===== config.mk =====
export PLATFORM = sky130hd
export DESIGN_NAME = muldiv_unit
export DESIGN_NICKNAME = d
export VERILOG_FILES = /design/src/design/muldiv_pkg.sv /design/src/design/div.sv /design/src/design/mul.sv /design/src/design/muldiv_unit.sv
export VERILOG_INCLUDE_DIRS = /design/src /design/src/design
export SDC_FILE = /design/constraint.sdc
export NUM_CORES = 1
export LEC_CHECK = 0
export ABC_AREA = 1
export BUFFER_PORTS_ARGS = -buffer_cell sky130_fd_sc_hd__buf_2
export CAP_MARGIN = 40
export CORE_MARGIN = 4
export CORE_UTILIZATION = 30
export CTS_CLUSTER_SIZE = 20
export DETAILED_ROUTE_END_ITERATION = 6
export PLACE_DENSITY = 0.54
export SYNTH_ARGS = -nofsm -noshare
export SYNTH_HDL_FRONTEND = slang
export SYNTH_HIERARCHICAL = 1
export SYNTH_SLANG_ARGS = --single-unit

===== constraint.sdc =====
create_clock -name clk -period 22.9 [get_ports clk]
set_input_delay 3.435 -clock clk [delete_from_list [all_inputs] [get_ports clk]]
set_output_delay 3.435 -clock clk [all_outputs]
set_load 0.1 [all_outputs]

===== src/design/muldiv_macros.svh =====
// Fixed widths of the multiply/divide unit.
// The multiplier splits words in two 16-bit halves, so the word width is fixed.
`ifndef MULDIV_MACROS_SVH
`define MULDIV_MACROS_SVH

// Operand and result width.
`define MULDIV_XLEN 32

// Half-word slice fed to the 17x17 multiplier.
`define MULDIV_HALF 16

// 17x17 signed product plus carry room.
`define MULDIV_ACC_W 35

// One quotient bit per divider step.
`define MULDIV_DIV_STEPS 32

`endif


===== src/design/muldiv_pkg.sv =====
// Shared types of the multiply/divide unit.
// Widths come from muldiv_macros.svh.
`default_nettype none
`include "muldiv_macros.svh"

package muldiv_pkg;

    typedef logic [`MULDIV_XLEN-1:0]  word_t;       // Operand or result.
    typedef logic [`MULDIV_HALF-1:0]  half_t;       // Operand slice.
    typedef logic [`MULDIV_ACC_W-1:0] acc_t;        // MAC value.

    // Bit 0 marks the first operand signed, bit 1 the second.
    typedef logic [1:0] sign_mode_t;

    typedef enum logic [2:0] {
        OP_MUL    = 3'd0,
        OP_MULH   = 3'd1,
        OP_MULHSU = 3'd2,
        OP_MULHU  = 3'd3,
        OP_DIV    = 3'd4,
        OP_DIVU   = 3'd5,
        OP_REM    = 3'd6,
        OP_REMU   = 3'd7
    } muldiv_op_e;

endpackage

`default_nettype wire


===== src/design/div.sv =====
// Radix-2 restoring divider on magnitudes, one quotient bit per cycle.
// dividend_i, divisor_i, signed_i and rem_i must stay stable until hold_o falls.
// Divide by zero and signed overflow give the RISC-V M results.
`timescale 1ns/1ns
`default_nettype none
`include "muldiv_macros.svh"

module div (
    input  logic              clk,
    input  logic              reset_n,

    input  muldiv_pkg::word_t dividend_i,
    input  muldiv_pkg::word_t divisor_i,
    input  logic              signed_i,
    input  logic              rem_i,
    input  logic              enable_i,

    output logic              hold_o,
    output muldiv_pkg::word_t result_o
);

    localparam int W     = $bits(muldiv_pkg::word_t);
    localparam int STEPS = `MULDIV_DIV_STEPS;
    localparam int CNT_W = $clog2(STEPS);

    typedef enum logic [1:0] {
        IDLE,
        CALC,
        DONE
    } div_state_e;

    div_state_e state;
    div_state_e state_next;

    logic [CNT_W-1:0]  step_cnt;
    logic              last_step;
    logic              load;

    logic              neg_dividend;
    logic              neg_divisor;
    muldiv_pkg::word_t abs_dividend;
    muldiv_pkg::word_t abs_divisor;

    muldiv_pkg::word_t quo_reg;
    muldiv_pkg::word_t rem_reg;
    muldiv_pkg::word_t dsr_reg;
    logic              neg_quo;
    logic              neg_rem;

    logic [W:0]        shifted;
    logic [W:0]        trial;

    // ----------------------------------------------------------
    // Operand conditioning
    // ----------------------------------------------------------

    assign neg_dividend = signed_i & dividend_i[W-1];
    assign neg_divisor  = signed_i & divisor_i[W-1];
    assign abs_dividend = neg_dividend ? -dividend_i : dividend_i;
    assign abs_divisor  = neg_divisor ? -divisor_i : divisor_i;

    assign load      = (state == IDLE) && enable_i;
    assign last_step = (step_cnt == CNT_W'(STEPS-1));

    // Partial remainder shifted one bit, then the trial subtract.
    assign shifted = {rem_reg, quo_reg[W-1]};
    assign trial   = shifted - {1'b0, dsr_reg};

    always_ff @(posedge clk) begin
        if (load) begin
            quo_reg <= abs_dividend;   // Dividend bits shift out as quotient bits shift in.
            rem_reg <= '0;
            dsr_reg <= abs_divisor;
            // A zero divisor keeps the all-ones quotient unsigned.
            neg_quo <= (neg_dividend ^ neg_divisor) & (divisor_i != '0);
            neg_rem <= neg_dividend;
        end else if (state == CALC) begin
            if (!trial[W]) begin
                rem_reg <= trial[W-1:0];
                quo_reg <= {quo_reg[W-2:0], 1'b1};
            end else begin
                rem_reg <= shifted[W-1:0];
                quo_reg <= {quo_reg[W-2:0], 1'b0};
            end
        end
    end

    // Sign correction, shown in DONE.
    assign result_o = rem_i ? (neg_rem ? -rem_reg : rem_reg)
                            : (neg_quo ? -quo_reg : quo_reg);

    // ----------------------------------------------------------
    // Control
    // ----------------------------------------------------------

    always_comb begin
        hold_o     = 1'b1;
        state_next = state;
        case (state)
            IDLE: begin
                hold_o     = enable_i;
                state_next = enable_i ? CALC : IDLE;
            end
            CALC: begin
                state_next = last_step ? DONE : CALC;
            end
            DONE: begin
                hold_o     = 1'b0;
                state_next = IDLE;
            end
            default: begin
                hold_o     = 1'b0;
                state_next = IDLE;
            end
        endcase
    end

    always_ff @(posedge clk or negedge reset_n) begin
        if (!reset_n) begin
            state    <= IDLE;
            step_cnt <= '0;
        end else begin
            state <= state_next;
            if (load) begin
                step_cnt <= '0;
            end else if (state == CALC) begin
                step_cnt <= step_cnt + 1'b1;
            end
        end
    end

endmodule

`default_nettype wire


===== src/design/mul.sv =====
// 32x32 multiplier built on one 17x17 signed MAC, one half-word product per cycle.
// Operands and signed_mode_i must stay stable while hold_o is high.
// result_o is meaningful only in the cycle hold_o falls.
`timescale 1ns/1ns
`default_nettype none
`include "muldiv_macros.svh"

module mul (
    input  logic                   clk,
    input  logic                   reset_n,

    input  muldiv_pkg::word_t      first_operand_i,
    input  muldiv_pkg::word_t      second_operand_i,
    input  muldiv_pkg::sign_mode_t signed_mode_i,
    input  logic                   enable_i,
    input  logic                   mul_low_i,

    output logic                   hold_o,
    output muldiv_pkg::word_t      result_o
);

    localparam int HW    = `MULDIV_HALF;
    localparam int ACC_W = `MULDIV_ACC_W;

    typedef enum logic [1:0] {
        ALBL,
        ALBH,
        AHBL,
        AHBH
    } mul_state_e;

    mul_state_e state;
    mul_state_e state_next;

    muldiv_pkg::half_t op_a;
    muldiv_pkg::half_t op_b;
    logic              sign_a;
    logic              sign_b;
    logic              high_signed;

    muldiv_pkg::acc_t  accum;
    muldiv_pkg::acc_t  mac_sum;
    muldiv_pkg::acc_t  mac_next;
    muldiv_pkg::acc_t  mac_reg;

    // ----------------------------------------------------------
    // MAC datapath
    // ----------------------------------------------------------

    assign high_signed = (signed_mode_i != 2'b00);

    // All terms signed, evaluated at accumulator width.
    assign mac_sum = $signed({sign_a, op_a}) * $signed({sign_b, op_b}) + $signed(accum);

    assign result_o = mac_next[2*HW-1:0];

    always_ff @(posedge clk) begin
        mac_reg <= mac_next;
    end

    // ----------------------------------------------------------
    // Step control
    // ----------------------------------------------------------

    always_comb begin
        op_a       = first_operand_i[HW-1:0];
        op_b       = second_operand_i[HW-1:0];
        sign_a     = 1'b0;
        sign_b     = 1'b0;
        accum      = '0;
        mac_next   = mac_sum;
        hold_o     = 1'b1;
        state_next = state;

        case (state)
            ALBL: begin
                // Unsigned low product, loaded every idle cycle.
                hold_o     = enable_i;
                state_next = enable_i ? ALBH : ALBL;
            end
            ALBH: begin
                op_b   = second_operand_i[2*HW-1:HW];
                sign_b = signed_mode_i[1] & second_operand_i[2*HW-1];
                accum  = {{(ACC_W-HW){1'b0}}, mac_reg[2*HW-1:HW]};
                if (mul_low_i) begin
                    // Keep bits 15:0 of ALBL under the low half of the sum.
                    mac_next = {{(ACC_W-2*HW){1'b0}}, mac_sum[HW-1:0], mac_reg[HW-1:0]};
                end
                state_next = AHBL;
            end
            AHBL: begin
                op_a   = first_operand_i[2*HW-1:HW];
                sign_a = signed_mode_i[0] & first_operand_i[2*HW-1];
                if (mul_low_i) begin
                    accum      = {{(ACC_W-HW){1'b0}}, mac_reg[2*HW-1:HW]};
                    mac_next   = {{(ACC_W-2*HW){1'b0}}, mac_sum[HW-1:0], mac_reg[HW-1:0]};
                    hold_o     = 1'b0;         // Low word done.
                    state_next = ALBL;
                end else begin
                    accum      = mac_reg;      // Both cross products at weight 2^16.
                    state_next = AHBH;
                end
            end
            AHBH: begin
                op_a   = first_operand_i[2*HW-1:HW];
                op_b   = second_operand_i[2*HW-1:HW];
                sign_a = signed_mode_i[0] & first_operand_i[2*HW-1];
                sign_b = signed_mode_i[1] & second_operand_i[2*HW-1];
                // Middle sum moved down to weight 2^32, sign kept for signed modes.
                accum      = {{(HW+1){high_signed & mac_reg[ACC_W-2]}},
                              mac_reg[ACC_W-2:HW]};
                hold_o     = 1'b0;
                state_next = ALBL;
            end
            default: begin
                hold_o     = 1'b0;
                state_next = ALBL;
            end
        endcase
    end

    always_ff @(posedge clk or negedge reset_n) begin
        if (!reset_n) begin
            state <= ALBL;
        end else begin
            state <= state_next;
        end
    end

endmodule

`default_nettype wire


===== src/design/muldiv_unit.sv =====
// M-extension execute unit for a 32-bit RISC-V core.
// enable_i is a level held with stable inputs until hold_o falls.
// result_o is valid in the cycle hold_o is low after a start.
`timescale 1ns/1ns
`default_nettype none

module muldiv_unit (
    input  logic                   clk,
    input  logic                   reset_n,

    input  muldiv_pkg::muldiv_op_e operation_i,
    input  muldiv_pkg::word_t      first_operand_i,
    input  muldiv_pkg::word_t      second_operand_i,
    input  logic                   enable_i,

    output logic                   hold_o,
    output muldiv_pkg::word_t      result_o
);

    logic                   is_div;
    logic                   mul_low;
    muldiv_pkg::sign_mode_t mul_mode;
    logic                   div_signed;
    logic                   div_rem;

    logic                   mul_hold;
    logic                   div_hold;
    muldiv_pkg::word_t      mul_result;
    muldiv_pkg::word_t      div_result;

    // ----------------------------------------------------------
    // Operation decode
    // ----------------------------------------------------------

    always_comb begin
        is_div     = 1'b0;
        mul_low    = 1'b0;
        mul_mode   = 2'b00;
        div_signed = 1'b0;
        div_rem    = 1'b0;
        case (operation_i)
            muldiv_pkg::OP_MUL:    mul_low  = 1'b1;
            muldiv_pkg::OP_MULH:   mul_mode = 2'b11;
            muldiv_pkg::OP_MULHSU: mul_mode = 2'b01;  // rs1 signed, rs2 unsigned.
            muldiv_pkg::OP_MULHU:  mul_mode = 2'b00;
            muldiv_pkg::OP_DIV: begin
                is_div     = 1'b1;
                div_signed = 1'b1;
            end
            muldiv_pkg::OP_DIVU: begin
                is_div = 1'b1;
            end
            muldiv_pkg::OP_REM: begin
                is_div     = 1'b1;
                div_signed = 1'b1;
                div_rem    = 1'b1;
            end
            muldiv_pkg::OP_REMU: begin
                is_div  = 1'b1;
                div_rem = 1'b1;
            end
            default: is_div = 1'b0;
        endcase
    end

    mul u_mul (
        .clk              (clk),
        .reset_n          (reset_n),
        .first_operand_i  (first_operand_i),
        .second_operand_i (second_operand_i),
        .signed_mode_i    (mul_mode),
        .enable_i         (enable_i & ~is_div),
        .mul_low_i        (mul_low),
        .hold_o           (mul_hold),
        .result_o         (mul_result)
    );

    div u_div (
        .clk        (clk),
        .reset_n    (reset_n),
        .dividend_i (first_operand_i),
        .divisor_i  (second_operand_i),
        .signed_i   (div_signed),
        .rem_i      (div_rem),
        .enable_i   (enable_i & is_div),
        .hold_o     (div_hold),
        .result_o   (div_result)
    );

    // The unit that owns the operation drives the outputs.
    assign hold_o   = is_div ? div_hold : mul_hold;
    assign result_o = is_div ? div_result : mul_result;

endmodule

`default_nettype wire


Yosys cells after proc, flatten, opt, wreduce, memory -nomap -nowiden
Cells that the tools add are included.

operators by class
  multipliers = 1
  mux-type cells = 35
  reductions and logical operators = 13
  shift operators = 0
  order comparisons = 0
  eq/ne operators = 11
  div/mod/pow operators = 0
  bitwise operators = 10
  add/sub/neg operators = 7

operators by type and width
  kind                                                                   number
  32-bit 2-to-1 mux                                                      9
  32-bit negation                                                        4
  35-bit 2-to-1 mux                                                      3
  35-bit one-hot mux with 3 select lines                                 1
  35-bit adder                                                           1
  17-bit by 17-bit multiplier with 34-bit output                         1
  33-bit by 32-bit subtractor with 33-bit output                         1
  16-bit 2-to-1 mux                                                      2
  32-bit nonzero test                                                    1
  3-bit equality test, second input constant                             4
  1-bit 2-to-1 mux                                                       11
  5-bit 2-to-1 mux                                                       2
  2-bit OR reduction                                                     5
  1-bit AND                                                              8
  2-bit one-hot mux with 2 select lines                                  2
  2-bit one-hot mux with 4 select lines                                  1
  5-bit by 1-bit adder with 5-bit output, second input constant          1
  5-bit equality test, second input constant                             1
  2-bit by 1-bit equality test with 1-bit output, second input constant  2
  2-bit equality test, second input constant                             2
  2-bit zero test                                                        2
  2-bit 2-to-1 mux                                                       2
  2-bit nonzero test                                                     2
  4-bit OR reduction                                                     1
  8 further kinds                                                        8

storage, ports and cells
  flip-flop bits (word level) = 142
  memories = 0
  bits in writable memories = 0
  latch bits = 0
  ROM bits = 0
  output and inout bits = 33

Depth between registers and ports, before layout
Gate-level depths: netlist of run 1.

  word-level depth = 9
  mapped depth = 37

Hierarchy
The synthesis of run 1 kept the hierarchy.

modules (own cells, without submodules)
  module       seq. area each (µm²)  cells an instance  area each (µm²)  instances
  mul          730.7                 2,045              15,513.6         1
  div          2,797.7               1,721              10,363.7         1
  muldiv_unit  0.0                   121                480.5            1

Worst setup path after synthesis of run 1
OpenSTA, ideal clock, no wires.

  path kind = input-to-output
  start point = in operation_i[2]
  end point = out result_o[21]
  arrival time = 10,659 ps
  slack = 8,806 ps
  stages = 33
  path buffers = 2
  cell sequence = buf_4 -> nor2_1 -> nand2_1 -> nand2_1 -> inv_1 -> nor3_2 -> inv_1 -> nor2_1 -> fa_1 -> fa_1 -> inv_1 -> fa_1 -> fa_1 -> inv_1 -> fa_1 -> inv_1 -> fa_1 -> inv_1 -> ha_1 -> nand2_1 -> nor2_1 -> and3_1 -> nand2_1 -> nand2_1 -> nand2_1 -> nand2_1 -> nand2_1 -> nand2_1 -> nand2_1 -> o21ai_1 -> buf_4 -> nand2_1 -> nand2_1

between the ends
  longest elaborated chain between the ends = 9
  elaborated cells on any way between the ends = 27

RTL lines
  item                                                                                                                     line                              text
  from (decl)                                                                                                              muldiv_unit.sv:11                 input muldiv_pkg::muldiv_op_e operation_i,
  3-bit by 2-bit equality test with 1-bit output / 3-bit by 1-bit equality test with 1-bit output (equally long branches)  muldiv_unit.sv:41                 case (operation_i)
  2-bit one-hot mux with 2 select lines (*)                                                                                muldiv_unit.sv:41
  via mul_mode[0]                                                                                                          muldiv_unit.sv:22                 muldiv_pkg::sign_mode_t mul_mode;
  1-bit AND / 2-bit nonzero test (equally long branches)                                                                   mul.sv:93, mul.sv:107, mul.sv:50
  1-bit 2-to-1 mux / 1-bit AND (equally long branches)                                                                     n/a
  17-bit by 17-bit multiplier with 34-bit output / 35-bit one-hot mux with 3 select lines (equally long branches)          mul.sv:53, mul.sv:75
  35-bit adder (*)                                                                                                         mul.sv:53                         assign mac_sum = $signed({sign_a, op_a}) * $signed({sign_b, op_b}) + $signed(accum);
  35-bit 2-to-1 mux                                                                                                        mul.sv:85, mul.sv:94
  35-bit 2-to-1 mux (*)                                                                                                    n/a
  via u_mul.mac_next[21]                                                                                                   mul.sv:43                         muldiv_pkg::acc_t mac_next;
  32-bit 2-to-1 mux (*)                                                                                                    muldiv_unit.sv:92                 assign result_o = is_div ? div_result : mul_result;
  to (decl)                                                                                                                muldiv_unit.sv:17                 output muldiv_pkg::word_t result_o

Mark *: on every way through the listed nets, which the timed path passes. The rest lies on a longest branch.

Final worst setup path of run 1
  start point = in operation_i[2]
  end point = out result_o[31]

between the ends
  longest elaborated chain between the ends = 9
  elaborated cells on any way between the ends = 27

RTL lines
  item                                                                                                                     line                              text
  3-bit by 2-bit equality test with 1-bit output / 3-bit by 1-bit equality test with 1-bit output (equally long branches)  muldiv_unit.sv:41
  2-bit one-hot mux with 2 select lines (*)                                                                                muldiv_unit.sv:41
  via mul_mode[0]                                                                                                          muldiv_unit.sv:22
  1-bit AND / 2-bit nonzero test (equally long branches)                                                                   mul.sv:93, mul.sv:107, mul.sv:50
  1-bit 2-to-1 mux / 1-bit AND (equally long branches)                                                                     n/a
  17-bit by 17-bit multiplier with 34-bit output / 35-bit one-hot mux with 3 select lines (equally long branches)          mul.sv:53, mul.sv:75
  35-bit adder (*)                                                                                                         mul.sv:53
  35-bit 2-to-1 mux                                                                                                        mul.sv:85, mul.sv:94
  35-bit 2-to-1 mux (*)                                                                                                    n/a
  via mul_result[31]                                                                                                       muldiv_unit.sv:28                 muldiv_pkg::word_t mul_result;
  32-bit 2-to-1 mux (*)                                                                                                    muldiv_unit.sv:92

Marks and branches as above.

==> results of run 1 <==
==> synth_stat cells, types with 10 or more instances <==
master,number,share of area
a21oi_1,151,0.029
buf_2,37,0.0070
buf_4,39,0.011
clkbuf_1,40,0.0057
dfxtp_1,66,0.050
edfxtp_1,66,0.075
fa_1,340,0.26
ha_1,146,0.069
inv_1,910,0.13
inv_2,15,0.0021
nand2_1,1038,0.15
nand2_2,17,0.0040
nand3_1,166,0.032
nand3b_1,10,0.0028
nand4_1,30,0.0071
nor2_1,367,0.052
nor3_1,37,0.0070
o21ai_0,169,0.032
o21ai_1,13,0.0025
o21ai_2,22,0.0073
xnor2_1,24,0.0080
xor2_1,54,0.018
==> routing by layer <==
layer / vias to the layer above / GRT usage / share of wire
li1: 11700 / - / -
met2: 736 / 0.351 / 0.49
met1: 11600 / 0.257 / 0.42
met5: - / 0 / 0
met3: 129 / 0.0197 / 0.053
met4: 0 / 0.0715 / 0.035
==> cell usage in the layout, fill, tap and decap left out, drive strengths merged <==
cell      count
a41oi         1
o31ai         9
nor4          7
a21o          3
o21bai        9
or2          13
dfxtp        66
fa          340
nand4        30
nor2        378
nand3b       10
edfxtp       66
a31oi         6
inv         929
dfrtp         9
nand3       169
o32ai         2
nand2      1057
nor3b         2
xor2         54
o21a          6
clkbuf       18
diode         3
nor3         41
and2          3
o21ai       205
buf         138
a21oi       155
bufinv        1
clkinv       11
clkinvlp      2
a32oi         1
and3          2
o211ai        5
o22ai         8
a21boi        2
ha          146
xnor2        24
==> cell type report <==
cell class                 count  area (um^2)
clock inverter                14          134
antenna                        3         7.51
fill                        9657        58500
inverter                     929         3490
timing repair buffer         138          848
tap                         1155         1450
sequential                   141         3530
clock buffer                  18          450
multi-input combinational   2688        18600
==> metrics by stage <==
| stage | worst slack [ns] | cell area [um^2] |
|---|---|---|
| finish | 7.61 | 28500 |
| global placement | 7.82 | 27800 |
| detailed placement | 7.64 | 27900 |
| global route | 7.06 | 28500 |
| floorplan | 8.81 | 26400 |
| CTS | 7.63 | 28500 |
==> cells by family after synthesis <==
| family | Yosys count | synth area share |
|---|---|---|
| buffers and inverters | 1058 | 0.160 |
| AND/OR/NAND/NOR | 1712 | 0.266 |
| adder cells (fa/ha/maj) | 486 | 0.328 |
| flip-flops | 141 | 0.134 |
| XOR/XNOR | 78 | 0.0259 |
| AO/OA/AOI/OAI | 412 | 0.0868 |
==> path summary, 6_finish.rpt <==
check,startpoint,to,slack [ns],depth (start not counted)
min reg2reg,u_mul/mac_reg[8]$_DFF_P_,u_mul/mac_reg[8]$_DFF_P_,0.49,2
min,u_mul/mac_reg[8]$_DFF_P_,u_mul/mac_reg[8]$_DFF_P_,0.49,2
min in group asynchronous,reset_n,u_mul/state[0]$_DFF_PN0_,2.85,1
max in group asynchronous,reset_n,u_mul/state[1]$_DFF_PN0_,19.81,1
max,operation_i[2],result_o[31],7.61,33
max reg2reg,u_mul/state[1]$_DFF_PN0_,u_mul/mac_reg[31]$_DFF_P_,15.05,31
==> worst max-delay path: cells and delay by family <==
kind / cells / cell delay [ns]
buf+inv: 11 / 2.28
fa+ha+maj: 7 / 3.35
simple gates: 12 / 1.95
compound gates: 3 / 0.82
==> flow_summary.yaml, run 1 <==
placement:
  hpwl_um: 79600
  globalplace.congestion: 0.946
  dp_cells: 5051
  io_buffer_count: 102
clock_tree:
  cts_max_level: 4
  cts.sinks: 141
  cts_buffer_depth: 2
  clock-root-buffer: "clkbuf_16"
  post_cts_buffers: 0
  cts_resized: 0
  clk_pin_slew_ns: 0.07
  tritoncts: "done"
  clock_latency_ns: 0.46
  hold_buffers: 0
  cts-buffers-inserted: 17
global_routing:
  grt_pass1_wl_um: 143000
  antenna_found_initial: 6
  gr-usage-all-layers: 0.200
  grt_overflow: 0
  grt_max_degree: 69
  grt_pass1_vias: 23900
timing:
  tns_ns: 0
  relSlewSlack: 0.397
  slew_violations: 0
  finalClockSkew_ns: 0.0127
  finalSetupViolCount: 0
  worstMarginPinSlew_ns: 0.905
  period_share: 0.668
  fin_crit_ns: 15.29
  fmax_mhz: 65.4
  rsz0062_at_grt: "false"
  hold_viol_final: 0
  hold_ws_ns: 0.487
cells_and_area:
  syn2layout_area_growth_pct: 8.27
  drive_gt1_frac: 0.0672
  utilization: 0.328
  largest_reg_flops: 34
  fin_cells: 5086
  layout.nets: 4471
floorplanning:
  chipHeight_um: 304
  fp.coreArea_um2: 87000
  die_area_um2: 92700
  initial_utilization: 0.303
  num_rows: 108
  io_pins: 103
  die_x_um: 304
synthesis:
  synth_seq_cells: 141
  synthArstFlopShare: 0.0638
  synth-edff-count: 66
  yosysSeqAreaShare: 0.134
  ys.flop_type: "edfxtp_1"
  synth_cells: 3887
  ys_types: 52
  yosys_warnings: 6
  synth_area_um2: 26400
  syn_nets: 4443
  avgSynthCellArea_um2: 6.78
drt:
  drtPass1Iterations: 6
  wirelength_um: 93700
  drtIter0Drc: 1958
  drc: 0
  vias_per_cell: 4.75
  vias: 24200
  wl_per_cell_um: 18.4
  drtAntennaViolNets: 0
worst_setup_path:
  worstPathArrival_ns: 11.86
  cp.required_ns: 19.47
  path_max_fanout: 39
  cp_slowest_cell: "fa_1"
  slowest_delay_ns: 0.52
  critPathKind: "in2out"
  crit_path_start_kind: "input port"
  cp-end-kind: "output pin"
run:
  maxCapViolations: 0
status:
  status: "finished clean"
min_path:
  hold_path_class: "reg2reg"
Power of run 1 is left out: the tool's default activity adds up to more than one toggle a clock period on the data nets, which glitch-free logic cannot reach.
==> run 2, diff against run 1 <==
Clock period 22.9 ns to 15.5 ns, I/O delays scaled along.
==> run 2 against run 1 <==
Compared with the run above:
- sequential cell count did not move
- highest routed layer unchanged
- wire length rose by 1.3%
- critical path depth fell by 1
- first-iteration DRC count rose by 3.6%
- worst setup slack got worse by 4.8 ns
==> flow_summary.yaml, run 2 (same netlist as run 1, synthesis figures left out) <==
status:
  status: "finished clean"
clock_tree:
  cts-buffers-inserted: 17
  post_cts_buffers: 0
  cts_buffer_depth: 2
  cts_max_level: 4
  hold_buffers: 0
  cts_resized: 0
  clock-root-buffer: "clkbuf_16"
  clock_latency_ns: 0.46
  tritoncts: "done"
  cts.sinks: 141
  clk_pin_slew_ns: 0.07
global_routing:
  grt_pass1_wl_um: 144000
  gr-usage-all-layers: 0.202
  antenna_found_initial: 6
  grt_overflow: 0
  grt.busiest_layer: "met2"
  met1_usage: 0.258
  grt_pass1_vias: 23900
  grt_max_degree: 70
  met3_usage: 0.0230
  use_met2: 0.354
cells_and_area:
  layout.nets: 4473
  syn2layout_area_growth_pct: 8.44
  multi_input_area_um2: 18600
  largest_reg_flops: 34
  drive_gt1_frac: 0.0672
  fill_cells: 9750
  seq_area_um2: 3530
  final_common_cell: "nand2_1"
  utilization: 0.328
  final_cell_mix: "1038 x nand2_1, 909 x inv_1, 365 x nor2_1"
timing:
  fin_crit_ns: 12.70
  rsz0062_at_grt: "false"
  period_share: 0.819
  hold_ws_ns: 0.487
  slew_violations: 0
  finalSetupViolCount: 0
  relSlewSlack: 0.362
  fmax_mhz: 78.8
  hold_viol_final: 0
  finalClockSkew_ns: 0.0118
  worstMarginPinSlew_ns: 0.954
  tns_ns: 0
run:
  maxCapViolations: 0
drt:
  wirelength_um: 95000
  drtIter0Drc: 2028
  drtPass1Iterations: 7
  wl_per_cell_um: 18.7
  drc: 0
  vias_per_cell: 4.77
  vias: 24300
  drtAntennaViolNets: 0
floorplanning:
  initial_utilization: 0.303
  io_pins: 103
  fp.coreArea_um2: 87000
  die_x_um: 304
  chipHeight_um: 304
  die_area_um2: 92700
  num_rows: 108
placement:
  globalplace.congestion: 0.967
  hpwl_um: 80400
  io_buffer_count: 102
worst_setup_path:
  cp.required_ns: 13.18
  path_max_fanout: 35
  worstPathArrival_ns: 10.37
  crit_path_start_kind: "input port"
  slowest_delay_ns: 0.52
  critPathKind: "in2out"
  cp-end-kind: "output pin"
  cp_slowest_cell: "fa_1"
min_path:
  hold_path_class: "reg2reg"
-- run 2: worst max-delay path: cells and delay by family --
kind                     cells  cell delay (ns)
AO/OA/AOI/OAI                3             0.81
adder cells (fa/ha/maj)      7             3.34
buffers and inverters       10             1.93
AND/OR/NAND/NOR             12             1.90
-- run 2: stage by stage --
stage          cell area (um^2)  instances  setup WS [ns]
2_1_floorplan             26400       3887           3.63
4_1_cts                   28600       5084           2.83
6_report                  28600       5089           2.80
5_1_grt                   28600       5089           2.30
3_5_place_dp              28000       5052           2.84
3_3_place_gp              27800       5047           2.91
-- run 2: per-layer routing --
layer | vias to the layer above | wire, um | part of all wire
li1 | 11700 | - | -
met2 | 716 | 47000 | 0.50
met4 | 0 | 3150 | 0.033
met1 | 11700 | 39700 | 0.42
met5 | - | 0 | 0
met3 | 122 | 5110 | 0.054
-- run 2: area by class of cell --
class / instances / share of cell area
clock inverters: 11 / 0.00455
well taps: 1155 / 0.0506
diodes: 4 / 0.000350
multi-input cells: 2688 / 0.652
flip-flops and latches: 141 / 0.123
inverters: 929 / 0.122
clock buffers: 21 / 0.0169
repair buffers: 140 / 0.0301
-- run 2: path summary, 6_finish.rpt --
kind,start,endpoint,slack (ns),cells after the start
setup / recovery,operation_i[2],result_o[31],2.80,32
hold / removal,u_mul/mac_reg[10]$_DFF_P_,u_mul/mac_reg[10]$_DFF_P_,0.49,2
setup reg to reg,u_mul/state[1]$_DFF_PN0_,u_mul/mac_reg[32]$_DFF_P_,7.42,30
hold reg to reg,u_mul/mac_reg[10]$_DFF_P_,u_mul/mac_reg[10]$_DFF_P_,0.49,2
max in group asynchronous,reset_n,u_mul/state[0]$_DFF_PN0_,13.53,1
min in group asynchronous,reset_n,u_div/state[1]$_DFF_PN0_,1.74,1
Power of run 2 is left out for the same reason.
==> run 3, diff against run 2 <==
Clock period 15.5 ns to 11.9 ns, I/O delays scaled along.
==> run 3 against run 2 <==
Compared with the run above:
- cell count up 0.31%
- via count is 0.85% higher
- first-iteration DRC count decreased by 9.4%
- worst setup slack lost 2.0 ns
- highest routed layer is now met5
==> flow_summary.yaml, run 3 (same netlist as run 1, synthesis figures left out) <==
min_path:
  hold_depth: 2
  hold_path_class: "reg2reg"
  hp-start: "u_mul/mac_reg[12]$_DFF_P_"
  min_to: "u_mul/mac_reg[12]$_DFF_P_"
global_routing:
  antenna_found_initial: 7
  grt_overflow: 0
  grt_pass1_vias: 24000
  grt_pass1_wl_um: 146000
  grt_max_degree: 66
  gr-usage-all-layers: 0.206
cells_and_area:
  multi_input_area_um2: 18600
  drive_gt1_frac: 0.0714
  final_cell_mix: "1038 x nand2_1, 909 x inv_1, 365 x nor2_1"
  fill_cells: 9647
  seq_area_um2: 3530
  final_common_cell: "nand2_1"
  syn2layout_area_growth_pct: 9.84
  layout.nets: 4490
  largest_reg_flops: 34
clock_tree:
  cts_max_level: 4
  cts_resized: 0
  cts_buffer_depth: 2
  clock_latency_ns: 0.46
  cts-buffers-inserted: 17
  cts.sinks: 141
  hold_buffers: 0
  tritoncts: "done"
  post_cts_buffers: 0
  clock-root-buffer: "clkbuf_16"
  clk_pin_slew_ns: 0.07
worst_setup_path:
  rrSetupSlack_ns: 3.80
  r2r-start: "u_mul/state[1]$_DFF_PN0_"
  cpMostUsedCell: "inv_1"
  path_max_fanout: 22
  cp_slowest_cell: "fa_1"
  cp.required_ns: 10.12
  worstPathArrival_ns: 9.30
  r2r_end: "u_mul/mac_reg[33]$_DFF_P_"
  critPathKind: "in2out"
  crit_path_start_kind: "input port"
  slowest_delay_ns: 0.77
  r2r_cells: 26
  cp-end-kind: "output pin"
timing:
  worstMarginPinSlew_ns: 0.929
  finalClockSkew_ns: 0.0148
  slew_violations: 0
  period_share: 0.931
  relSlewSlack: 0.379
  fin_crit_ns: 11.08
  fmax_mhz: 90.2
  rsz0062_at_grt: "false"
  hold_viol_final: 0
  tns_ns: 0
  finalSetupViolCount: 0
status:
  status: "finished clean"
placement:
  globalplace.congestion: 0.969
  hpwl_um: 82000
  io_buffer_count: 102
drt:
  wl_per_cell_um: 18.8
  vias: 24500
  drtAntennaViolNets: 0
  drtIter0Drc: 1837
  vias_per_cell: 4.80
  drc: 0
  drtPass1Iterations: 6
  wirelength_um: 96100
run:
  maxCapViolations: 0
floorplanning:
  initial_utilization: 0.303
  io_pins: 103
  die_area_um2: 92700
  fp.coreArea_um2: 87000
  chipHeight_um: 304
  num_rows: 108
  die_x_um: 304
## run 3: cell types whose count changed in the layout (fill, tap and decap cells not counted), moves of 3 or more
cell and delta:
clkinv_4 -4, buf_2 -17, buf_12 +16, buf_4 +18, inv_6 +3
## run 3: area by class of cell
| cell class | instances | area share |
|---|---|---|
| Clock buffer | 19 | 0.0160 |
| Clock inverter | 13 | 0.00445 |
| Sequential cell | 141 | 0.122 |
| Tap cell | 1155 | 0.0499 |
| Inverter | 929 | 0.120 |
| Timing Repair Buffer | 157 | 0.0434 |
| Multi-Input combinational cell | 2688 | 0.644 |
| Antenna cell | 3 | 0.000259 |
## run 3: metrics by stage
step | cell area [um^2] | hold WS [ns] | util | std cells | setup slack [ns]
global route | 29000 | 0.532 | 0.333 | 5105 | 0.463
global placement | 28200 | 0.477 | 0.324 | 5065 | 0.949
detailed placement | 28400 | 0.478 | 0.326 | 5070 | 0.861
floorplan | 26400 | 0.447 | - | 3887 | 1.11
CTS | 28900 | 0.499 | 0.333 | 5102 | 0.860
finish | 29000 | 0.502 | 0.333 | 5105 | 0.817
## run 3: routing by layer
metal  share of wire  routed length (um)  track usage  vias to the layer above
met4           0.036                3440       0.0725                        4
li1                -                   -            -                    11700
met3           0.055                5320       0.0224                      158
met5         0.00028                  27            0                        -
met1            0.42               40000        0.265                    11800
met2            0.49               47200        0.358                      755
## run 3: worst max path at each step
| stage | cells after the start | startpoint | to | slack [ns] |
|---|---|---|---|---|
| after floorplan | 33 | operation_i[2] | result_o[21] | 1.11 |
| after global placement | 31 | operation_i[2] | result_o[30] | 0.95 |
| after detailed placement | 31 | operation_i[2] | result_o[30] | 0.86 |
| after CTS | 31 | operation_i[2] | result_o[30] | 0.86 |
| after global routing | 31 | operation_i[2] | result_o[26] | 0.46 |
| final | 31 | operation_i[2] | result_o[30] | 0.82 |
## run 3: worst max-delay path: cells and delay by family
kind,cells,cell delay [ns]
adder cells (fa/ha/maj),7,3.71
AND/OR/NAND/NOR,13,1.91
buffers and inverters,11,1.83
Power of run 3 is left out for the same reason.
